## src/lsu_defines.svh

```systemverilog
/*
 * Size parameters of the load/store unit
 *   Data memory depth and the derived index and window widths
 *   Queue depths and initial credit counts of every link
 */

`ifndef LSU_DEFINES_SVH
`define LSU_DEFINES_SVH

// Words in the local data memory
`define LSU_MEM_WORDS 256
`define LSU_MEM_IDX_W $clog2(`LSU_MEM_WORDS)
`define LSU_WIN_BYTES (`LSU_MEM_WORDS * 4)

// Address stage input queue, which sets the requester's initial credits
`define LSU_IN_CREDITS 4

// Input buffer of the access and writeback stages
`define LSU_STAGE_CREDITS 2

// Credits granted by the register-file consumer after reset
`define LSU_OUT_CREDITS 2

`endif

```

## src/lsu_pkg.sv

```systemverilog
/*
 * Shared types of the load/store unit
 *   op_t        operation code
 *   mem_word_u  memory word seen as bytes or halfwords
 *   is_load, is_store, access_size  operation classification
 */

`default_nettype none

package lsu_pkg;

    typedef enum logic [3:0] {
        NOP         = 4'd0,
        LOAD_BYTE   = 4'd1,
        LOAD_HALF   = 4'd2,
        LOAD_WORD   = 4'd3,
        LOAD_BYTE_U = 4'd4,
        LOAD_HALF_U = 4'd5,
        STORE_BYTE  = 4'd6,
        STORE_HALF  = 4'd7,
        STORE_WORD  = 4'd8
    } op_t;

    // Little endian, so element 0 holds the lowest byte address
    typedef union packed {
        logic [3:0][7:0]  b;
        logic [1:0][15:0] h;
    } mem_word_u;

    function automatic logic is_load(op_t op);
        return op inside {LOAD_BYTE, LOAD_HALF, LOAD_WORD, LOAD_BYTE_U, LOAD_HALF_U};
    endfunction

    function automatic logic is_store(op_t op);
        return op inside {STORE_BYTE, STORE_HALF, STORE_WORD};
    endfunction

    // A NOP counts as one byte so that it never faults on alignment
    function automatic logic [2:0] access_size(op_t op);
        case (op)
            LOAD_HALF, LOAD_HALF_U, STORE_HALF: return 3'd2;
            LOAD_WORD, STORE_WORD:              return 3'd4;
            default:                            return 3'd1;
        endcase
    endfunction

endpackage

`default_nettype wire

```

## src/lsu_writeback_stage.sv

```systemverilog
/*
 * Writeback stage of the load/store unit
 *   Result queue fed by the access stage
 *   Credit counter toward the register-file consumer
 */

`default_nettype none
`include "lsu_defines.svh"

module lsu_writeback_stage (
    input  logic         cache,
    input  logic         rstart,
    input  logic         acc_valid,
    input  lsu_pkg::op_t acc_op,
    input  logic [4:0]   acc_rd,
    input  logic [31:0]  acc_result,
    input  logic         acc_fault,
    output logic         acc_credit,
    output logic         out_valid,
    output lsu_pkg::op_t out_op,
    output logic [4:0]   out_rd,
    output logic [31:0]  out_result,
    output logic         out_fault,
    input  logic         out_credit
);
    import lsu_pkg::*;

    localparam int DEPTH = `LSU_STAGE_CREDITS;
    localparam int PTR_W = $clog2(DEPTH);
    localparam int CNT_W = $clog2(DEPTH + 1);
    localparam int CRD_W = $clog2(`LSU_OUT_CREDITS + 1);

    op_t         r_op     [DEPTH];
    logic [4:0]  r_rd     [DEPTH];
    logic [31:0] r_result [DEPTH];
    logic        r_fault  [DEPTH];

    logic [PTR_W-1:0] wr_ptr;
    logic [PTR_W-1:0] rd_ptr;
    logic [CNT_W-1:0] r_count;
    logic [CRD_W-1:0] credits;     // Free slots at the consumer

    always_ff @(posedge cache) begin
        if (acc_valid) begin
            r_op[wr_ptr]     <= acc_op;
            r_rd[wr_ptr]     <= acc_rd;
            r_result[wr_ptr] <= acc_result;
            r_fault[wr_ptr]  <= acc_fault;
        end
    end

    // Send the head whenever the consumer has room
    assign out_valid  = (r_count != '0) && (credits != '0);
    assign acc_credit = out_valid;
    assign out_op     = r_op[rd_ptr];
    assign out_rd     = r_rd[rd_ptr];
    assign out_result = r_result[rd_ptr];
    assign out_fault  = r_fault[rd_ptr];

    always_ff @(posedge cache) begin
        if (rstart) begin
            wr_ptr  <= '0;
            rd_ptr  <= '0;
            r_count <= '0;
            credits <= CRD_W'(`LSU_OUT_CREDITS);
        end else begin
            if (acc_valid) begin
                wr_ptr <= (wr_ptr == PTR_W'(DEPTH - 1)) ? '0 : wr_ptr + 1'b1;
            end
            if (out_valid) begin
                rd_ptr <= (rd_ptr == PTR_W'(DEPTH - 1)) ? '0 : rd_ptr + 1'b1;
            end
            r_count <= r_count + CNT_W'(acc_valid) - CNT_W'(out_valid);
            credits <= credits + CRD_W'(out_credit) - CRD_W'(out_valid);
        end
    end

endmodule

`default_nettype wire

```

## config.mk

```make
export PLATFORM = sky130hd
export DESIGN_NAME = lsu_writeback_stage
export DESIGN_NICKNAME = d
export VERILOG_FILES = /design/src/lsu_pkg.sv /design/src/lsu_writeback_stage.sv
export VERILOG_INCLUDE_DIRS = /design/src
export SDC_FILE = /design/constraint.sdc
export NUM_CORES = 1
export LEC_CHECK = 0
export BUFFER_PORTS_ARGS = -buffer_cell sky130_fd_sc_hd__buf_2
export CORE_AREA = 2 2 65 128
export CTS_BUF_LIST = sky130_fd_sc_hd__clkbuf_2 sky130_fd_sc_hd__clkbuf_4 sky130_fd_sc_hd__clkbuf_8
export DETAILED_ROUTE_END_ITERATION = 8
export DIE_AREA = 0 0 67 130
export GPL_TIMING_DRIVEN = 0
export HOLD_SLACK_MARGIN = 0.03
export PLACE_DENSITY = 0.77
export SLEW_MARGIN = 25
export SYNTH_ARGS = -nofsm -noshare
export SYNTH_HDL_FRONTEND = slang
export SYNTH_SLANG_ARGS = --single-unit
```

## constraint.sdc

```tcl
create_clock -name cache -period 4.24 [get_ports cache]
set_clock_uncertainty 0.15 [all_clocks]
set_input_delay 0.636 -clock cache [delete_from_list [all_inputs] [get_ports cache]]
set_output_delay 0.636 -clock cache [all_outputs]
set_load 0.02 [all_outputs]
```

; Word-level counts from Yosys, hierarchy flattened
; Memories as Yosys holds them, arrays and structs flattened. A register that Yosys moved wholly into a read port is not among the register bits.
; Index checks and enable logic that the tools add are counted.
[classes]
addsub = 6
multipliers = 0
n_div = 0
n_lt_le_gt_ge = 0
n_eq_ne = 0
shifts = 0
muxes = 12
n_bitwise = 0
n_reduce_logical = 3
[ops]
columns = cell, n
row1 = 2-to-1 mux 1 bit, 12
row2 = adder 2 x 1 -> 2 bit, 2
row3 = nonzero test 2 bit, 2
row4 = subtractor 2 x 1 -> 2 bit, 2
row5 = adder 1 bit (second input constant), 2
row6 = logical AND 1 bit, 1
[totals]
ff_bits = 6
latchBits = 0
ram_bits = 84
romBits = 0
output_inout_bits = 44
elab_cells = 29
memories = 4
[mem_list]
columns = memory, depth, word_bits, read_ports, rd_clocked_by_memory_dff, write_ports, line_no
row1 = r_result, 2, 32, 1, 1, 1, lsu_writeback_stage.sv:35  ; logic [31:0] r_result [DEPTH];
row2 = r_rd, 2, 5, 1, 1, 1, lsu_writeback_stage.sv:34  ; logic [4:0] r_rd [DEPTH];
row3 = r_op, 2, 4, 1, 1, 1, lsu_writeback_stage.sv:33  ; op_t r_op [DEPTH];
row4 = r_fault, 2, 1, 1, 1, 1, lsu_writeback_stage.sv:36  ; logic r_fault [DEPTH];

; Depth between registers and ports, before layout
[depth]
word_depth = 4
mapped_depth = 6
mapped_depth_nobuf = 6

; Worst setup path before layout
; OpenSTA, ideal clock, no wires.
[synth_timing]
path_kind = in2reg
from = in acc_valid
to = mem r_fault[0] (enable)
setup_time_ns = 0.446
t_arrival_ns = 2.511
required_ns = 3.644
slack_ns = 1.133
path_stages = 1
path_buffers = 0
cell_sequence = nor2b_1
[synth_between]
elab_chain_len = 2
[synth_rtl]
columns = element, line_no
row1 = from (decl), lsu_writeback_stage.sv:13  ; input logic acc_valid,
row2 = 2-to-1 mux 1 bit, lsu_writeback_stage.sv:44  ; if (acc_valid) begin
row3 = 2-to-1 mux 1 bit (implied by the code), lsu_writeback_stage.sv:48  ; r_fault[wr_ptr] <= acc_fault;
row4 = to (decl), lsu_writeback_stage.sv:36
; Every way passes these cells.

==> metrics <==
# hold bufs at CTS 0; crit path capture type output port; critical path peak fanout 10; ANT cells 0; Slew Limit Fails 0; Sw Pwr 0.0004472 W; CP arrival 1610 ps; min Tclk post-route 2397 ps; Post-Place Cells 355; grt total ovfl 0; ANT nets after route 0; switching share of power between 20% and 30%; # resized after CTS 0; non-filler instance count after layout 370; htree depth 3; Syn Nets 217; fin crit share about 57%; Startpoint Class register; leak pwr roughly 1.6 nW; Pint between 0.001 and 0.0015 W; Worst Path Required 3450 ps; starting density of the core 42.79%; CTS buffer count 9; synth top area cells edfxtp_1 75%, mux2_2 14%, dfxtp_1 4.2%; I/O pins 90; gate count of the mapped netlist 169; gr usage total between 10% and 20%; Post-Syn Area ~3300 um2; most frequent CP cell buf_2; Die ar. 8710 um2; combinational fraction of design power 16.8%; post-synthesis sequential area ratio 79.49%; Critical-path top delay cell mux2_2; clock slew at reported path FFs ~80 ps; #FFs+latches synth 91; # DRC 0; YS warnings 0; initial antenna violation count 0; max-cap viol count 0; Yosys top cell area share 75.31%; Max Freq around 0.42 GHz; CTS Root Cell clkbuf_8; CTS tree built; worst-margin pin slew 721.1 ps; drt via density approximately 4.8; DR WL/cell 14.46 um; VDD IR-drop max roughly 250 uV; setup bufs post-CTS 0; Std-Cell Rows 46; Final GP Congestion 0.6392; Tot Pwr about 0.0018 W; via count roughly 1,800; PwrDens 443.6 nW/um2; ys async rst share 0%; max incr delay on CP between 300 and 400 ps; Area Overhead vs Synth 23.20%; Avg Inst Size Synth 19.82 um2; final setup violation count 0; CTS sink count 91; Slew HR 51.83%; Final Hold Viols 0; TNS Setup 0 ps; largest net degree at the start of global routing 23; layout cells sized above 1 56.20%; HPWL Detailed 3.819 mm; most common cell in the netlist edfxtp_1; Pre-antenna DRT Iters 4; Synth area leader edfxtp_1; Tightest Hold Check Type input pin to register; RSZ-0062 raised after global routing false; Final Net Count ~320; Clk Latency, worst-skew pair between 300 and 400 ps; Clock Power Share 25.3%; wirelength, routed 5.352 mm; Yosys cell types 18; Post-synth EDFFs 84; core area 7828 um2; Synth Flop Type edfxtp_1; status completed; Worst Setup Path Type register to output port; Chip Height around 130 um; via count of the first global-routing pass roughly 1,800; Commonest cells post-synth 84 x edfxtp_1, 43 x mux2_2, 7 x dfxtp_1, 6 x o21ai_0; clk buf depth 2; crit-path cells buf_2 -> buf_2 -> mux2_2 -> buf_2; Die X between 60 and 70 um; Flop pwr share 57.9%; Iter 0 DRT Violations 94; first-pass GRT wire length 8.286 mm; # port buffers 88
[per-layer routing]
metal  part of all wire, %  global-route usage [%]
met5                     0                       0
met4                   2.0                   6.843
met3                    11                   6.293
met2                    49                   21.49
met1                    38                   14.28
[sequential cells by signal, summed over array words and instances (netlist names), named ones only]
register,cells
credits,2
r_rd,10
wr_ptr,1
r_fault,2
r_result,64
r_count,2
r_op,8
rd_ptr,1
[cells in the final DEF (no fill, tap or decap), types with 2 or more instances in the layout]
master / n
clkbuf_8: 9
ha_1: 2
nand2_1: 2
edfxtp_1: 84
clkinv_2: 2
buf_2: 93
nor2_1: 5
nor2b_1: 4
dfxtp_1: 7
buf_16: 2
o21ai_0: 6
mux2_2: 43
a21oi_1: 2
clkinv_1: 3
[logic make-up after synthesis]
kind of cell / synth area share (%)
buffers and inverters: 1.083
AND/OR/NAND/NOR: 2.466
AO/OA/AOI/OAI: 1.195
multiplexers: 14.76
XOR/XNOR: 0.2615
adder cells (fa/ha/maj): 0.7470
flip-flops: 79.49
[critical path: cells and delay by family (launching register included)]
family	cells	cell delay, ps
buffers and inverters	3	590
DFF	1	300
muxes	1	370
[path summary, 6_finish.rpt]
path	to	cells past startpoint	slack (ps)	startpoint
hold / removal	r_op[1][1]	1	320	acc_op[1]
setup reg to reg	r_result[1][19]	2	2560	wr_ptr
setup / recovery	out_result[30]	4	1840	register
hold reg to reg	register	2	360	rd_ptr
[per-stage QoR]
stage / utilization, % / hold slack, ps / instance area, um2 / setup slack (ps)
6_report: 52.72 / 323.6 / 4126 / 1843
5_1_grt: 52.72 / 292.2 / 4126 / 1706
4_1_cts: 52.72 / 295.7 / 4126 / 1771
3_5_place_dp: 50.77 / 353.1 / 3974 / 2111
3_3_place_gp: 49.95 / 343.1 / 3910 / 84.21
2_1_floorplan: - / 329.9 / 3349 / 1133
[power groups by stage]
stage	clock, W	sequential, W	combinational, W
after floorplan	0	0.00108	0.000202
after global placement	0	0.00108	0.000293
after detailed placement	0	0.00108	0.000311
after CTS	0.000486	0.00106	0.000313
after global routing	0.000529	0.00107	0.000334
final	0.000463	0.00106	0.000307
[area by class of cell]
class                      count  area (um2)
buffer                         7       36.28
clock buffer                  10       131.4
clock inverter                 5       21.27
fill                         677        3701
multi-input combinational     71       659.4
sequential                    91        2663
tap                           96       120.1
timing repair buffer          90       495.5
No activity file was read; power rests on OpenSTA's default activity.
