### src/lsu_defines.svh
/*
 * Size parameters of the load/store unit
 *   Data memory depth and the derived index and window widths
 *   Queue depths and initial credit counts of every link
 */

`ifndef LSU_DEFINES_SVH
`define LSU_DEFINES_SVH

// Words in the local data memory
`define LSU_MEM_WORDS 256
`define LSU_MEM_IDX_W $clog2(`LSU_MEM_WORDS)
`define LSU_WIN_BYTES (`LSU_MEM_WORDS * 4)

// Address stage input queue, which sets the requester's initial credits
`define LSU_IN_CREDITS 4

// Input buffer of the access and writeback stages
`define LSU_STAGE_CREDITS 2

// Credits granted by the register-file consumer after reset
`define LSU_OUT_CREDITS 2

`endif

### src/lsu_pkg.sv
/*
 * Shared types of the load/store unit
 *   op_t        operation code
 *   mem_word_u  memory word seen as bytes or halfwords
 *   is_load, is_store, access_size  operation classification
 */

`default_nettype none

package lsu_pkg;

    typedef enum logic [3:0] {
        NOP         = 4'd0,
        LOAD_BYTE   = 4'd1,
        LOAD_HALF   = 4'd2,
        LOAD_WORD   = 4'd3,
        LOAD_BYTE_U = 4'd4,
        LOAD_HALF_U = 4'd5,
        STORE_BYTE  = 4'd6,
        STORE_HALF  = 4'd7,
        STORE_WORD  = 4'd8
    } op_t;

    // Little endian, so element 0 holds the lowest byte address
    typedef union packed {
        logic [3:0][7:0]  b;
        logic [1:0][15:0] h;
    } mem_word_u;

    function automatic logic is_load(op_t op);
        return op inside {LOAD_BYTE, LOAD_HALF, LOAD_WORD, LOAD_BYTE_U, LOAD_HALF_U};
    endfunction

    function automatic logic is_store(op_t op);
        return op inside {STORE_BYTE, STORE_HALF, STORE_WORD};
    endfunction

    // A NOP counts as one byte so that it never faults on alignment
    function automatic logic [2:0] access_size(op_t op);
        case (op)
            LOAD_HALF, LOAD_HALF_U, STORE_HALF: return 3'd2;
            LOAD_WORD, STORE_WORD:              return 3'd4;
            default:                            return 3'd1;
        endcase
    endfunction

endpackage

`default_nettype wire

### src/lsu_addr_stage.sv
/*
 * Address stage of the load/store unit
 *   Request queue filled under credit control
 *   Effective address inside the memory window and alignment fault
 *   Credit counter toward the access stage
 */

`default_nettype none
`include "lsu_defines.svh"

module lsu_addr_stage (
    input  logic         cache,
    input  logic         rstart,
    input  logic         in_valid,
    input  lsu_pkg::op_t op,
    input  logic [4:0]   rd,
    input  logic [31:0]  base,
    input  logic [31:0]  offset,
    input  logic [31:0]  wdata,
    output logic         in_credit,
    output logic         addr_valid,
    output lsu_pkg::op_t addr_op,
    output logic [4:0]   addr_rd,
    output logic [31:0]  addr_ea,
    output logic [31:0]  addr_wdata,
    output logic         addr_fault,
    input  logic         addr_credit
);
    import lsu_pkg::*;

    localparam int DEPTH = `LSU_IN_CREDITS;
    localparam int PTR_W = $clog2(DEPTH);
    localparam int CNT_W = $clog2(DEPTH + 1);
    localparam int CRD_W = $clog2(`LSU_STAGE_CREDITS + 1);

    op_t         q_op    [DEPTH];
    logic [4:0]  q_rd    [DEPTH];
    logic [31:0] q_ea    [DEPTH];
    logic [31:0] q_wdata [DEPTH];
    logic        q_fault [DEPTH];

    logic [PTR_W-1:0] wr_ptr;
    logic [PTR_W-1:0] rd_ptr;
    logic [CNT_W-1:0] q_count;
    logic [CRD_W-1:0] credits;    // Free slots in the access stage buffer

    logic [31:0] ea;
    logic [2:0]  size;
    logic        misaligned;
    logic        pop;

    // ====================
    // Address computation
    // ====================

    always_comb begin
        ea         = (base + offset) & 32'(`LSU_WIN_BYTES - 1);   // Wrap inside the window
        size       = access_size(op);
        misaligned = |(ea[1:0] & 2'(size - 3'd1));
    end

    always_ff @(posedge cache) begin
        if (in_valid) begin
            q_op[wr_ptr]    <= op;
            q_rd[wr_ptr]    <= rd;
            q_ea[wr_ptr]    <= ea;
            q_wdata[wr_ptr] <= wdata;
            q_fault[wr_ptr] <= misaligned;
        end
    end

    // ====================
    // Queue and credits
    // ====================

    // The head leaves as soon as the access stage has room for it
    assign pop        = (q_count != '0) && (credits != '0);
    assign addr_valid = pop;
    assign in_credit  = pop;   // The freed slot goes straight back to the requester

    assign addr_op    = q_op[rd_ptr];
    assign addr_rd    = q_rd[rd_ptr];
    assign addr_ea    = q_ea[rd_ptr];
    assign addr_wdata = q_wdata[rd_ptr];
    assign addr_fault = q_fault[rd_ptr];

    always_ff @(posedge cache) begin
        if (rstart) begin
            wr_ptr  <= '0;
            rd_ptr  <= '0;
            q_count <= '0;
            credits <= CRD_W'(`LSU_STAGE_CREDITS);
        end else begin
            if (in_valid) begin
                wr_ptr <= (wr_ptr == PTR_W'(DEPTH - 1)) ? '0 : wr_ptr + 1'b1;
            end
            if (pop) begin
                rd_ptr <= (rd_ptr == PTR_W'(DEPTH - 1)) ? '0 : rd_ptr + 1'b1;
            end
            q_count <= q_count + CNT_W'(in_valid) - CNT_W'(pop);
            credits <= credits + CRD_W'(addr_credit) - CRD_W'(pop);
        end
    end

endmodule

`default_nettype wire

### config.mk
export PLATFORM = sky130hd
export DESIGN_NAME = lsu_addr_stage
export DESIGN_NICKNAME = d
export VERILOG_FILES = /design/src/lsu_pkg.sv /design/src/lsu_addr_stage.sv
export VERILOG_INCLUDE_DIRS = /design/src
export SDC_FILE = /design/constraint.sdc
export NUM_CORES = 1
export LEC_CHECK = 0
export CAP_MARGIN = 40
export CORE_MARGIN = 2
export CORE_UTILIZATION = 50
export DETAILED_ROUTE_END_ITERATION = 10
export DONT_BUFFER_PORTS = 1
export GPL_TIMING_DRIVEN = 0
export PLACE_DENSITY = 0.75
export REMOVE_ABC_BUFFERS = 1
export SYNTH_ARGS = -nofsm -noshare
export SYNTH_HDL_FRONTEND = slang
export SYNTH_SLANG_ARGS = --single-unit
### constraint.sdc
create_clock -name cache -period 2.4 [get_ports cache]
set_input_delay 0.36 -clock cache [delete_from_list [all_inputs] [get_ports cache]]
set_output_delay 0.36 -clock cache [all_outputs]
set_load 0.005 [all_outputs]
## Word level (Yosys, flattened, before mapping)

Memory sizes are Yosys's and may differ from the RTL's. A register that Yosys moved wholly into a read port is not among the register bits.
Cells that the tools add are included.

| storage, ports and cells | value |
|---|---|
| register bits | 9 |
| memories kept | 5 |
| logic and storage cells | 46 |
| bits of input ports | 109 |
| output and inout port bits | 76 |
| bits in writable memories | 208 |

| cells by class | value |
|---|---|
| bitwise operators | 1 |
| equality and inequality tests | 7 |
| add/subtract/negate cells | 8 |
| multiplexer cells | 15 |
| reductions and logical operators | 6 |

Memories:

| name | depth | bits a word | rd ports | clocked after memory_dff | wr ports | line | source |
|---|---|---|---|---|---|---|---|
| q_wdata | 4 | 32 | 1 | 1 | 1 | lsu_addr_stage.sv:39 | `logic [31:0] q_wdata [DEPTH];` |
| q_ea | 4 | 10 | 1 | 1 | 1 | lsu_addr_stage.sv:38 | `logic [31:0] q_ea [DEPTH];` |
| q_rd | 4 | 5 | 1 | 1 | 1 | lsu_addr_stage.sv:37 | `logic [4:0] q_rd [DEPTH];` |
| q_op | 4 | 4 | 1 | 1 | 1 | lsu_addr_stage.sv:36 | `op_t q_op [DEPTH];` |
| q_fault | 4 | 1 | 1 | 1 | 1 | lsu_addr_stage.sv:40 | `logic q_fault [DEPTH];` |

Operator list:

| cell | number |
|---|---|
| $mux 2 | 12 |
| $add 10x10->10 | 1 |
| $eq 4x2->1 const B | 2 |
| $eq 4x3->1 const B | 2 |
| $add 2x1->2 const B | 2 |
| $eq 2x2->1 const B | 2 |
| $eq 4x4->1 const B | 1 |
| $pmux 2 s2 | 1 |
| $reduce_or 2->1 | 2 |
| $add 3x1->3 | 1 |
| $reduce_bool 3->1 | 1 |
| $reduce_or 3->1 | 1 |
| $sub 3x1->3 | 1 |
| $add 2x1->2 | 1 |
| $and 2x2->2 | 1 |
| $mux 1 | 2 |
| $reduce_bool 2->1 | 1 |
| $sub 2x1->2 | 1 |
| $sub 2x1->2 const B | 1 |
| $logic_and 1x1->1 | 1 |

## Longest topological paths before layout

| logic depth | value |
|---|---|
| depth in word-level cells | 6 |
| depth in mapped cells | 10 |
| depth with buffers taken out | 10 |

## Worst setup path after synthesis

No wires, ideal clock.

| timing | value |
|---|---|
| kind | register to register |
| start point | register wr_ptr[0] |
| end point | memory q_ea[3][0] in the netlist's numbering, enable pin |
| buffers on the path | 0 |
| period minus slack after synthesis | 2.201 ns |
| cell stages (with the launch flop) | 3 |
| setup time | 0.415 ns |
| path slack | 0.199 ns |
| data arrival time | 1.787 ns |
| data required time | 1.985 ns |
| path through | dfxtp_1 ha_1 and2_1 |

RTL lines:

| what | line | source |
|---|---|---|
| start, declared | lsu_addr_stage.sv:42 | `logic [PTR_W-1:0] wr_ptr;` |
| start signal, assigned | lsu_addr_stage.sv:95 | `wr_ptr <= (wr_ptr == PTR_W'(DEPTH - 1)) ? '0 : wr_ptr + 1'b1;` |
| end, declared | lsu_addr_stage.sv:38 |  |

No word-level cell before the write port.

==> flow_metrics.py <==
metrics = {
    "status": {
        "status": "finished clean",
    },
    "grt": {
        "grt_max_degree": 53,
        "grt_pass1_wl_um": 22600,
        "gr-usage-all-layers_pct": 16.1,
        "antenna_found_initial": 1,
        "overflow": 0,
        "grt_pass1_vias": 4212,
    },
    "timing": {
        "timing_max_transition_violations_final": 0,
        "setup_violations": 0,
        "rsz0062_at_grt": "false",
        "whs_ps": 59.2,
        "finalCriticalPeriod_ps": 2210,
        "hold_viol": 0,
        "worst_slew_pin_slew_ps": 829,
        "period_share_pct": 92.1,
        "relSlewSlack_pct": 44.7,
        "worst_slack_ps": 190,
        "max_freq_ghz": 0.452,
        "fin_skew_ps": 21.0,
    },
    "power": {
        "vdd_drop_max_uv": 646,
        "p_leak_nw": 3.33,
        "total_power_mw": 10.2,
        "cellPowerDensity_mw_per_mm2": 1020,
    },
    "final_layout": {
        "layout-drive-gt1-share_pct": 20.1,
        "final_util_pct": 58.5,
        "fill_cells": 1217,
        "nets": 599,
        "syn2layout_area_growth_pct": 16.0,
        "final_cell_count_no_fill": 712,
        "diodes": 0,
    },
    "min_path": {
        "hp-start": "in_valid",
        "holdPathStages": 2,
        "min_to": "wr_ptr[1]$_SDFFE_PP0P_",
        "hp-class": "in -> reg",
    },
    "placed_design": {
        "portBuffers": 0,
        "gp_congestion": 0.757,
        "dp_hpwl_um": 8290,
        "place_inst": 625,
        "place_ws_ps": 250,
    },
    "yosys": {
        "async_flop_share_pct": 0,
        "yosysUniqueCellTypes": 31,
        "avgSynthCellArea_sq_um": 20.9,
        "synth_cells": 414,
        "synth_area_leaders": "edfxtp_1 72%, mux4_2 14%, dfxtp_1 2.6%",
        "yosys_register_bits": 219,
        "yosysTopAreaCellShare_pct": 72.3,
        "ys.flop_type": "edfxtp_1",
        "synth_top_area_cell": "edfxtp_1",
        "netlist_area_sq_mm": 0.00863,
        "seq_area_frac_synth_pct": 74.9,
        "synth-edff-count": 208,
        "yosysWarningCount": 0,
    },
    "floorplanning": {
        "rows": 48,
        "initial_core_util_pct": 50.4,
        "die_h_um": 135,
        "io_pins": 185,
        "die_area_sq_mm": 0.0183,
        "core-area_sq_mm": 0.0171,
        "chipWidth_um": 135,
    },
    "routing": {
        "via_count": 3883,
        "ant_nets": 0,
        "drt_first_pass_iters": 4,
        "drt-initial-drc-count": 206,
        "finalWirelength_um": 14700,
        "drc": 0,
        "avgViaCountPerCell": 5.45,
        "wl_per_cell_um": 20.6,
    },
    "setup_path": {
        "cp_top_family": "flip-flops",
        "cp_slowest_stage_delay_ps": 850,
        "critical_path.cell_chain": "mux4_2",
        "endpoint_kind": "output port",
        "startpoint_type": "flop",
        "cp_max_fo": 52,
        "crit_path_top_delay_cell": "dfxtp_4",
        "r2r_end": "q_count[2]$_SDFF_PP0_",
        "rrSetupSlack_ps": 210,
        "reg2reg_depth": 10,
        "worstPathArrival_ps": 1850,
        "worstSetupPathType": "reg -> out",
        "rr_startpoint": "q_count[1]$_SDFF_PP0_",
        "worst-endpoint-required_ps": 2040,
        "crit_buf_inv": 0,
    },
    "clock_tree": {
        "clock-sinks": 219,
        "cts_buffers": 22,
        "path_clk_slew_ps": 60,
        "root_buffer": "clkbuf_16",
        "clock_path_buffers": 3,
        "clock_latency_ps": 490,
        "htree_levels": 1,
        "cts_tree": "done",
    },
    "job": {
        "drv_cap": 0,
    },
}
## how the worst max path moves through the flow
stage | from | endpoint | slack (ps) | cells after the start
floorplan | flop | addr_ea[0] | -870 | 1
global placement | flop | addr_rd[4] | -1860 | 1
detailed placement | q_count[1]$_SDFF_PP0_ | q_count[2]$_SDFF_PP0_ | 250 | 10
CTS | flop | addr_rd[4] | 150 | 1
global route | q_count[1]$_SDFF_PP0_ | q_count[2]$_SDFF_PP0_ | 70 | 10
finish | flop | addr_rd[4] | 190 | 1
## layout make-up
class	count	area, sq um	area share (%)
Clock buffer	26	587	5.86
Clock inverter	13	140	1.40
Inverter	11	41.3	0.412
Multi-Input combinational cell	169	1990	19.8
Sequential cell	219	6470	64.6
Tap cell	225	282	2.81
Timing Repair Buffer	49	505	5.05
## kinds of logic (layout without fill, tap and decap cells)
logic type	count (synthesis)	in the layout	share of synthesized area (%)
simple gates	41	41	2.28
buf+inv	47	99	3.13
compound gates	22	22	1.87
fa+ha+maj	18	18	2.78
mux	54	54	13.8
xor+xnor	12	12	1.22
other cells	1	22	0.0434
flops	219	219	74.9
## flip-flops by register name, indices dropped and copies added (netlist names), named ones only
register and flops:
rd_ptr 2, wr_ptr 2, q_wdata 128, credits 2, q_fault 4, q_op 16, q_rd 20, q_count 3
q_ea 40
## worst register-to-register path: stages, from the launching register on
cell	delay, ps
dfxtp_1	390
nor3_1	110
or2_2	350
nor2_1	200
a21o_1	120
ha_1	130
inv_1	50
fa_1	360
xor2_1	170
xnor2_1	130
nor2_1	60
## routing by layer
layer / vias up / share of wire [%] / GRT usage (%)
li1: 1737 / - / -
met1: 1983 / 38 / 18.8
met2: 141 / 53 / 29.6
met3: 20 / 6.8 / 3.82
met4: 2 / 1.5 / 4.98
met5: - / 0.088 / 0
## metrics by stage
stage	area, sq um	TNS (ps)
floorplan	8480	-45030
finish	10000	0
CTS	10000	0
global route	10000	0
global placement	8770	-247860
detailed placement	8810	0
## where the power goes
part	internal (mW)	total [mW]	leakage (nW)	switching, mW
combinational	1.12	2.10	0.980	0.986
clock	2.07	3.38	0.350	1.31
sequential	4.49	4.72	2.00	0.238
total	7.67	10.2	3.33	2.54
## cells in the final DEF (no fill, tap or decap), drive strengths merged, types with 3 or more instances in the layout
cell	n
ha	16
nand2	9
dlygate4sd3	42
a21oi	10
clkbuf	26
nand3	3
clkinv	8
and2	5
xor2	3
a21o	4
bufinv	3
xnor2	9
edfxtp	208
nor2b	3
inv	12
dfxtp	11
nor3	3
mux4	52
conb	22
nor2	14
o21ai	4
buf	7
## cell usage after synthesis (2+ instances only)
master and number:
edfxtp_1 208, mux4_2 52, buf_4 23, ha_1 16, nor2_1 14, dfxtp_1 11
inv_1 11, a21oi_1 10, nand2_1 9, xnor2_1 9, clkbuf_1 7, buf_2 6
and2_1 5, a21o_1 4, nand3_1 3, nor2b_1 3, nor3_1 3, o21ai_0 3
xor2_1 3, fa_1 2, mux2i_1 2
## what timing repair did
| action | 4_1_cts | 5_1_grt |
|---|---|---|
| hold buffers | 42 | 0 |
| setup buffers | 6 | 0 |
| hold endpoints to repair | 175 | 0 |
| endpoints found under the setup margin | 34 | 0 |
| resized for setup | 0 | 0 |
Power figures use the tool's default switching activity.
