--- config.mk ---
export PLATFORM = sky130hd
export DESIGN_NAME = lsu_access_stage
export DESIGN_NICKNAME = d
export VERILOG_FILES = /design/src/lsu_pkg.sv /design/src/lsu_access_stage.sv
export VERILOG_INCLUDE_DIRS = /design/src
export SDC_FILE = /design/constraint.sdc
export NUM_CORES = 1
export LEC_CHECK = 0
export CORE_MARGIN = 1
export CORE_UTILIZATION = 60
export DETAILED_ROUTE_END_ITERATION = 6
export DONT_BUFFER_PORTS = 1
export PLACE_DENSITY = 0.76
export SETUP_SLACK_MARGIN = 0.4
export SYNTH_ARGS = -nofsm -noshare
export SYNTH_HDL_FRONTEND = slang
export SYNTH_SLANG_ARGS = --single-unit
--- constraint.sdc ---
create_clock -name cache -period 6.5 [get_ports cache]
set_input_delay 0.325 -clock cache [delete_from_list [all_inputs] [get_ports cache]]
set_output_delay 0.325 -clock cache [all_outputs]
set_load 0.01 [all_outputs]
--- src/lsu_defines.svh ---
/*
 * Size parameters of the load/store unit
 *   Data memory depth and the derived index and window widths
 *   Queue depths and initial credit counts of every link
 */

`ifndef LSU_DEFINES_SVH
`define LSU_DEFINES_SVH

// Words in the local data memory
`define LSU_MEM_WORDS 256
`define LSU_MEM_IDX_W $clog2(`LSU_MEM_WORDS)
`define LSU_WIN_BYTES (`LSU_MEM_WORDS * 4)

// Address stage input queue, which sets the requester's initial credits
`define LSU_IN_CREDITS 4

// Input buffer of the access and writeback stages
`define LSU_STAGE_CREDITS 2

// Credits granted by the register-file consumer after reset
`define LSU_OUT_CREDITS 2

`endif

--- src/lsu_pkg.sv ---
/*
 * Shared types of the load/store unit
 *   op_t        operation code
 *   mem_word_u  memory word seen as bytes or halfwords
 *   is_load, is_store, access_size  operation classification
 */

`default_nettype none

package lsu_pkg;

    typedef enum logic [3:0] {
        NOP         = 4'd0,
        LOAD_BYTE   = 4'd1,
        LOAD_HALF   = 4'd2,
        LOAD_WORD   = 4'd3,
        LOAD_BYTE_U = 4'd4,
        LOAD_HALF_U = 4'd5,
        STORE_BYTE  = 4'd6,
        STORE_HALF  = 4'd7,
        STORE_WORD  = 4'd8
    } op_t;

    // Little endian, so element 0 holds the lowest byte address
    typedef union packed {
        logic [3:0][7:0]  b;
        logic [1:0][15:0] h;
    } mem_word_u;

    function automatic logic is_load(op_t op);
        return op inside {LOAD_BYTE, LOAD_HALF, LOAD_WORD, LOAD_BYTE_U, LOAD_HALF_U};
    endfunction

    function automatic logic is_store(op_t op);
        return op inside {STORE_BYTE, STORE_HALF, STORE_WORD};
    endfunction

    // A NOP counts as one byte so that it never faults on alignment
    function automatic logic [2:0] access_size(op_t op);
        case (op)
            LOAD_HALF, LOAD_HALF_U, STORE_HALF: return 3'd2;
            LOAD_WORD, STORE_WORD:              return 3'd4;
            default:                            return 3'd1;
        endcase
    endfunction

endpackage

`default_nettype wire

--- src/lsu_access_stage.sv ---
/*
 * Access stage of the load/store unit
 *   Two-entry input buffer and credit counter toward writeback
 *   Store lane placement with byte strobes
 *   Memory access and load alignment with sign or zero extension
 */

`default_nettype none
`include "lsu_defines.svh"

module lsu_access_stage (
    input  logic                      cache,
    input  logic                      rstart,
    input  logic                      addr_valid,
    input  lsu_pkg::op_t              addr_op,
    input  logic [4:0]                addr_rd,
    input  logic [31:0]               addr_ea,
    input  logic [31:0]               addr_wdata,
    input  logic                      addr_fault,
    output logic                      addr_credit,
    output logic                      mem_en,
    output logic                      mem_we,
    output logic [3:0]                mem_strb,
    output logic [`LSU_MEM_IDX_W-1:0] mem_index,
    output logic [31:0]               mem_wdata,
    input  logic [31:0]               mem_rdata,
    output logic                      acc_valid,
    output lsu_pkg::op_t              acc_op,
    output logic [4:0]                acc_rd,
    output logic [31:0]               acc_result,
    output logic                      acc_fault,
    input  logic                      acc_credit
);
    import lsu_pkg::*;

    localparam int DEPTH = `LSU_STAGE_CREDITS;
    localparam int PTR_W = $clog2(DEPTH);
    localparam int CNT_W = $clog2(DEPTH + 1);
    localparam int CRD_W = $clog2(`LSU_STAGE_CREDITS + 1);

    op_t         b_op    [DEPTH];
    logic [4:0]  b_rd    [DEPTH];
    logic [31:0] b_ea    [DEPTH];
    logic [31:0] b_wdata [DEPTH];
    logic        b_fault [DEPTH];

    logic [PTR_W-1:0] wr_ptr;
    logic [PTR_W-1:0] rd_ptr;
    logic [CNT_W-1:0] b_count;
    logic [CRD_W-1:0] credits;

    op_t         h_op;
    logic [31:0] h_ea;
    logic        h_load;          // Load that really reads memory
    logic        h_store;         // Store that really writes memory
    logic        take;

    logic        p1_valid;        // A load waits one cycle for mem_rdata
    op_t         p1_op;
    logic [4:0]  p1_rd;
    logic [1:0]  p1_lane;

    mem_word_u   rword;
    logic [31:0] load_result;

    always_ff @(posedge cache) begin
        if (addr_valid) begin
            b_op[wr_ptr]    <= addr_op;
            b_rd[wr_ptr]    <= addr_rd;
            b_ea[wr_ptr]    <= addr_ea;
            b_wdata[wr_ptr] <= addr_wdata;
            b_fault[wr_ptr] <= addr_fault;
        end
    end

    assign h_op    = b_op[rd_ptr];
    assign h_ea    = b_ea[rd_ptr];
    assign h_load  = is_load(h_op) && !b_fault[rd_ptr];
    assign h_store = is_store(h_op) && !b_fault[rd_ptr];

    // A one-cycle result right behind a load would land with it, so it waits a cycle
    assign take        = (b_count != '0) && (credits != '0) && !(p1_valid && !h_load);
    assign addr_credit = take;

    // ====================
    // Memory port
    // ====================

    assign mem_en    = take && (h_load || h_store);
    assign mem_we    = take && h_store;
    assign mem_index = h_ea[`LSU_MEM_IDX_W+1:2];

    always_comb begin
        mem_wdata = b_wdata[rd_ptr];
        mem_strb  = 4'b0000;
        case (h_op)
            STORE_BYTE: begin
                mem_wdata = b_wdata[rd_ptr] << {h_ea[1:0], 3'b000};
                mem_strb  = 4'b0001 << h_ea[1:0];
            end
            STORE_HALF: begin
                mem_wdata = b_wdata[rd_ptr] << {h_ea[1], 4'b0000};
                mem_strb  = h_ea[1] ? 4'b1100 : 4'b0011;
            end
            STORE_WORD: mem_strb = 4'b1111;
            default: ;
        endcase
    end

    // Pick the addressed lane and extend it to a full register
    always_comb begin
        rword = mem_rdata;
        case (p1_op)
            LOAD_BYTE:   load_result = {{24{rword.b[p1_lane][7]}}, rword.b[p1_lane]};
            LOAD_BYTE_U: load_result = {24'h000000, rword.b[p1_lane]};
            LOAD_HALF:   load_result = {{16{rword.h[p1_lane[1]][15]}}, rword.h[p1_lane[1]]};
            LOAD_HALF_U: load_result = {16'h0000, rword.h[p1_lane[1]]};
            default:     load_result = rword;
        endcase
    end

    // ====================
    // Results
    // ====================

    always_ff @(posedge cache) begin
        if (take && h_load) begin
            p1_op   <= h_op;
            p1_rd   <= b_rd[rd_ptr];
            p1_lane <= h_ea[1:0];
        end
        if (p1_valid) begin
            acc_op     <= p1_op;
            acc_rd     <= p1_rd;
            acc_result <= load_result;
            acc_fault  <= 1'b0;
        end else if (take) begin
            acc_op     <= h_op;
            acc_rd     <= b_rd[rd_ptr];
            acc_result <= h_store ? h_ea : 32'h0;   // Faults and NOPs return zero
            acc_fault  <= b_fault[rd_ptr];
        end
    end

    always_ff @(posedge cache) begin
        if (rstart) begin
            wr_ptr    <= '0;
            rd_ptr    <= '0;
            b_count   <= '0;
            credits   <= CRD_W'(`LSU_STAGE_CREDITS);
            p1_valid  <= 1'b0;
            acc_valid <= 1'b0;
        end else begin
            if (addr_valid) begin
                wr_ptr <= (wr_ptr == PTR_W'(DEPTH - 1)) ? '0 : wr_ptr + 1'b1;
            end
            if (take) begin
                rd_ptr <= (rd_ptr == PTR_W'(DEPTH - 1)) ? '0 : rd_ptr + 1'b1;
            end
            b_count   <= b_count + CNT_W'(addr_valid) - CNT_W'(take);
            credits   <= credits + CRD_W'(acc_credit) - CRD_W'(take);  // Slot reserved at take
            p1_valid  <= take && h_load;
            acc_valid <= (take && !h_load) || p1_valid;
        end
    end

endmodule

`default_nettype wire

# Yosys cells after proc, flatten, opt, wreduce, memory -nomap -nowiden

Memories as Yosys holds them, arrays and structs flattened. A register that Yosys moved wholly into a read port is not among the register bits.
Cells that the tools add are included.

Output and inout bits: 90
Memories: 5
Memory bits (writable): 148
Flip-flop bits (word level): 61
Logic and storage cells: 89

Memories:

| memory  | depth | width | rd ports | clocked after memory_dff | wr ports | RTL line               | text |
|---|---|---|---|---|---|---|---|
| b_ea    | 2     | 32    | 1        | 1                        | 1        | lsu_access_stage.sv:43 | `logic [31:0] b_ea [DEPTH];` |
| b_wdata | 2     | 32    | 1        | 1                        | 1        | lsu_access_stage.sv:44 | `logic [31:0] b_wdata [DEPTH];` |
| b_rd    | 2     | 5     | 1        | 1                        | 1        | lsu_access_stage.sv:42 | `logic [4:0] b_rd [DEPTH];` |
| b_op    | 2     | 4     | 1        | 1                        | 1        | lsu_access_stage.sv:41 | `op_t b_op [DEPTH];` |
| b_fault | 2     | 1     | 1        | 1                        | 1        | lsu_access_stage.sv:45 | `logic b_fault [DEPTH];` |

Equality and inequality tests: 12
Shift-type cells: 3
$lt $le $gt $ge: 2
Muxes and demuxes: 29
Reductions and logical operators: 19
$add $sub $neg: 6

Operators with widths:

| operator                                                                     | number |
|---|---|
| 32-bit one-hot mux with 4 select lines                                       | 1 |
| 32-bit two-way mux                                                           | 3 |
| 32-bit one-hot mux with 2 select lines                                       | 1 |
| 32-bit by 5-bit << shifter with 32-bit output                                | 2 |
| 16-bit two-way mux                                                           | 2 |
| 4-bit by 3-bit == test with 1-bit output, second input constant              | 6 |
| 8-bit binary-select mux with 2-bit select                                    | 1 |
| 1-bit two-way mux                                                            | 14 |
| 4-bit by 2-bit == test with 1-bit output, second input constant              | 3 |
| 4-bit two-way mux                                                            | 3 |
| 4-bit one-hot mux with 3 select lines                                        | 1 |
| 5-bit two-way mux                                                            | 2 |
| 1-bit logical AND                                                            | 9 |
| 4-bit by 1-bit == test with 1-bit output, second input constant              | 2 |
| 8-bit two-way mux                                                            | 1 |
| 2-bit nonzero test                                                           | 3 |
| 5-bit nonzero test                                                           | 1 |
| 2-bit by 1-bit adder with 2-bit output                                       | 2 |
| 4-bit == test, second input constant                                         | 1 |
| 1-bit by 2-bit << shifter with 4-bit output, first input constant            | 1 |
| 2-bit by 1-bit subtractor with 2-bit output                                  | 2 |
| 1-bit zero test                                                              | 3 |
| 2-bit by 3-bit less-than comparator with 1-bit output, second input constant | 1 |
| 3-bit nonzero test                                                           | 1 |
| other kinds (3)                                                              | 5 |

# Depth between registers and ports, before layout

Depth after elaboration: 9
Mapped depth: 11
Gate-level depth less buffers: 10

# Worst setup path before layout

OpenSTA, ideal clock, no wires.

Kind: flip-flop to flip-flop
Start point: register wr_ptr
End point: memory b_ea[0][0] (enable)
Setup time: 516 ps
Slack: 2372 ps
Path buffers: 0
Cell stages (with the launch flop): 2
Data arrival time: 3613 ps
Required time: 5984 ps
Cells stage by stage: dfxtp_1 nor2b_1

RTL lines:

| what                   | RTL line                | text |
|---|---|---|
| start, declared        | lsu_access_stage.sv:47  | `logic [PTR_W-1:0] wr_ptr;` |
| start signal, assigned | lsu_access_stage.sv:155 | `wr_ptr <= (wr_ptr == PTR_W'(DEPTH - 1)) ? '0 : wr_ptr + 1'b1;` |
| end, declared          | lsu_access_stage.sv:43  |  |

No word-level cell before the write port.

==> results by group <==
Critical path
  • R2R depth: 11
  • Crit path max fanout: 45
  • WP data arrival: 4.27 ns
  • CP startpoint kind: register
  • CP Capture Type: primary output
  • Critical path class: register to primary output
  • Worst path required time: 6.17 ns

Clock tree
  • Clk slew on worst S/H paths: 0.06 ns
  • Latest clock arrival within the worst-skew pair: 0.49 ns
  • Clk root buf: clkbuf_16
  • Clock Sink Count: 210
  • CTS buffer count: 22
  • Max Root-Sink Buffers: 3
  • H-tree levels: 1
  • CTS tree: built

Timing
  • Final Hold Fails: 0
  • Relative slew slack: 0.241
  • Min cycle time layout: 4.59 ns
  • Hold slack: 0.0370 ns
  • Fin crit share: 0.706
  • Max Clock Skew: 0.00830 ns
  • Pins Over Slew Limit: 0
  • Fmax: 0.218 GHz
  • Final setup vio count: 0
  • Setup TNS: 0 ns
  • Worst slew pin tran: 1.14 ns
  • Unrepaired setup endpoints after global routing: no

Drt
  • Max layer used: met4
  • Vias per std cell: 6.51
  • Via count: 5,990
  • WL met1: 8.20 mm
  • # DRC: 1
  • Met3 Wirelength: 2.14 mm
  • WL/cell: 23.7 um
  • Routed WL: 21.8 mm
  • DR WL met2: 10.6 mm
  • DRT Pass-1 Iters: 7
  • DR iter-0 viols: 483
  • Detail Route Antenna Nets: 0

Place
  • DP Area: 9430 sq um
  • Gpl congestion: 0.882
  • Post-Place Cells: 804
  • Port buffer count: 0
  • Hpwl dp: 13.6 mm

Final layout
  • Area growth from synthesis to layout: 16.1%
  • Layout Nets: 807
  • Fillers: 977
  • Multi-input logic area: 2900 sq um
  • Layout cell share with drive strength beyond 1: 0.140
  • N_diodes: 0
  • Finished Layout Cells: 920
  • Storage cell area: 6210 sq um
  • Final cell area excluding filler cells: 10,900 sq um

Min path
  • Hold Path Class: input pin to register
  • Worst Hold Path Cells: 2
  • Worst Hold Launch: mem_rdata[15]

Yosys
  • Synthesis Warnings: 0
  • Top FF cell, synth: edfxtp_1
  • Synth unique cells: 63
  • Mapped Cells: 637
  • Syn_area_per_cell: 14.8 sq um
  • Register area share after synthesis: 0.660
  • Mapped Area: 9400 sq um
  • Async set or reset register ratio after synthesis: 0
  • Post-Syn Nets: 751
  • Number of synthesized flops with an enable pin: 200
  • Post-synthesis sequential element count: 210

Global routing
  • Largest net degree at the start of global routing: 75
  • First-pass GRT wire length: 33.3 mm
  • Gr ovfl total: 0
  • Vias in the first global route: 6,015
  • Initial antenna violation count: 0
  • Tot GR Track Use: 0.269

Pwr
  • Leak: 0.00371 uW
  • P per Cell Area: 385 nW/um^2
  • VDD IR-drop max: 0.000304 V

Die
  • Die width: 127 um
  • Die H: 127 um
  • Rows: 45
  • Die footprint: 16,200 sq um
  • Placeable Area: 15,300 sq um
  • IO Count: 200
  • Initial Util: 0.616

Status
  • Status: finished, violations left
  • Failing checks: DRC

Job
  • Max Cap Viol: 0
[per-stage QoR]
| stage | power (uW) | setup slack, ns | utilization |
|---|---|---|---|
| floorplan | 2740 | 2.37 | - |
| global placement | 2890 | 2.68 | 0.618 |
| detailed placement | 2920 | 2.59 | 0.618 |
| CTS | 4200 | 2.05 | 0.715 |
| global route | 4360 | 1.74 | 0.715 |
| finish | 4210 | 1.91 | 0.715 |
[cell usage after synthesis, drive strengths merged (2+ instances only)]
library cell	number	area (sq um)
nand3b	7	52.6
nand2	35	134
o221ai	5	43.8
o21a	3	22.5
o22a	9	78.8
o21ai	12	60.1
nand2b	8	50.1
o32ai	9	78.8
o31ai	2	15.0
xnor2	4	35.0
mux2i	43	443
edfxtp	200	6010
a21o	12	90.1
nor3	6	35.0
ha	4	50.1
inv	9	33.8
a21oi	35	194
o22ai	18	119
a221o	19	190
dfxtp	10	200
mux2	42	477
a21boi	2	15.0
xor2	3	26.3
a221oi	14	123
a22o	8	70.1
and3b	2	17.5
a31o	5	43.8
o2bb2ai	5	43.8
nor2	24	90.1
nor2b	6	45.0
clkbuf	15	56.3
nand3	9	45.0
nor4b	3	41.3
buf	33	223
[where the power goes]
part / leakage, uW / internal (uW) / switching, uW
logic: 0.00138 / 388 / 613
clock network: 0.000356 / 741 / 499
registers: 0.00198 / 1770 / 196
[repair_timing]
action                                 in CTS  in global routing
gates resized for setup                     0                  0
endpoints found under the hold margin     155                  0
buffers inserted                            0                  0
hold buffers                               76                  0
[cells by family (layout without fill, tap and decap cells)]
| family | after synthesis | count (layout) | share of synthesized area |
|---|---|---|---|
| adders and majority gates | 4 | 4 | 0.00532 |
| muxes | 86 | 86 | 0.100 |
| DFF | 210 | 210 | 0.660 |
| and+or+nand+nor | 107 | 107 | 0.0603 |
| buffers and inverters | 57 | 129 | 0.0333 |
| xor gates and xnor gates | 7 | 7 | 0.00652 |
| AOI/OAI and AO/OA | 166 | 166 | 0.134 |
[cell type report]
cell class                 instances  area share
tap                              211      0.0242
clock buffer                      29      0.0557
timing repair buffer              80      0.0725
clock inverter                    11      0.0101
sequential                       210       0.569
inverter                           9     0.00310
multi-input combinational        370       0.265
[layout by cell type (no fill, tap or decap), drive strengths merged, types with 2 or more instances in the layout]
cell type / n
clkinv: 8
a21o: 12
o2bb2ai: 5
a22o: 8
o22ai: 18
o21ai: 12
nand2b: 8
a31o: 5
o21a: 3
nor4b: 3
o31ai: 2
bufinv: 2
mux2: 42
nand3b: 7
ha: 4
nor2b: 6
clkbuf: 29
a221oi: 14
o22a: 9
nor3: 6
nand2: 35
xor2: 3
xnor2: 4
dlygate4sd3: 76
edfxtp: 200
a21oi: 35
a221o: 19
o32ai: 9
buf: 4
mux2i: 43
dfxtp: 10
nand3: 9
and3b: 2
a21boi: 2
inv: 10
o221ai: 5
nor2: 24
[routing by layer]
| metal | up-vias | global-route usage |
|---|---|---|
| met3 | 69 | 0.0666 |
| met1 | 2886 | 0.332 |
| met5 | - | 0 |
| li1 | 2651 | - |
| met2 | 384 | 0.457 |
| met4 | 0 | 0.110 |
[registers in the layout, summed over array words and instances, names as in the netlist, 4 cells and up, named ones only]
signal      flops
acc_op          4
p1_rd           5
acc_rd          5
p1_op           4
b_op            8
b_ea           64
b_rd           10
b_wdata        64
acc_result     32
[worst max-delay path: stages, from the launching register on]
cell      delay (ns)
dfxtp_4         0.70
buf_4           0.67
nor4bb_1        0.17
a21oi_1         0.91
nor2_1          0.42
a22o_1          0.32
a221oi_1        0.56
[final timing paths]
path / to / slack, ns
hold reg to reg: acc_rd[2] / 0.56
setup reg to reg: credits[1] / 3.04
hold / removal: acc_result[15] / 0.04
setup / recovery: mem_wdata[31] / 1.91
Power figures use the tool's default switching activity.
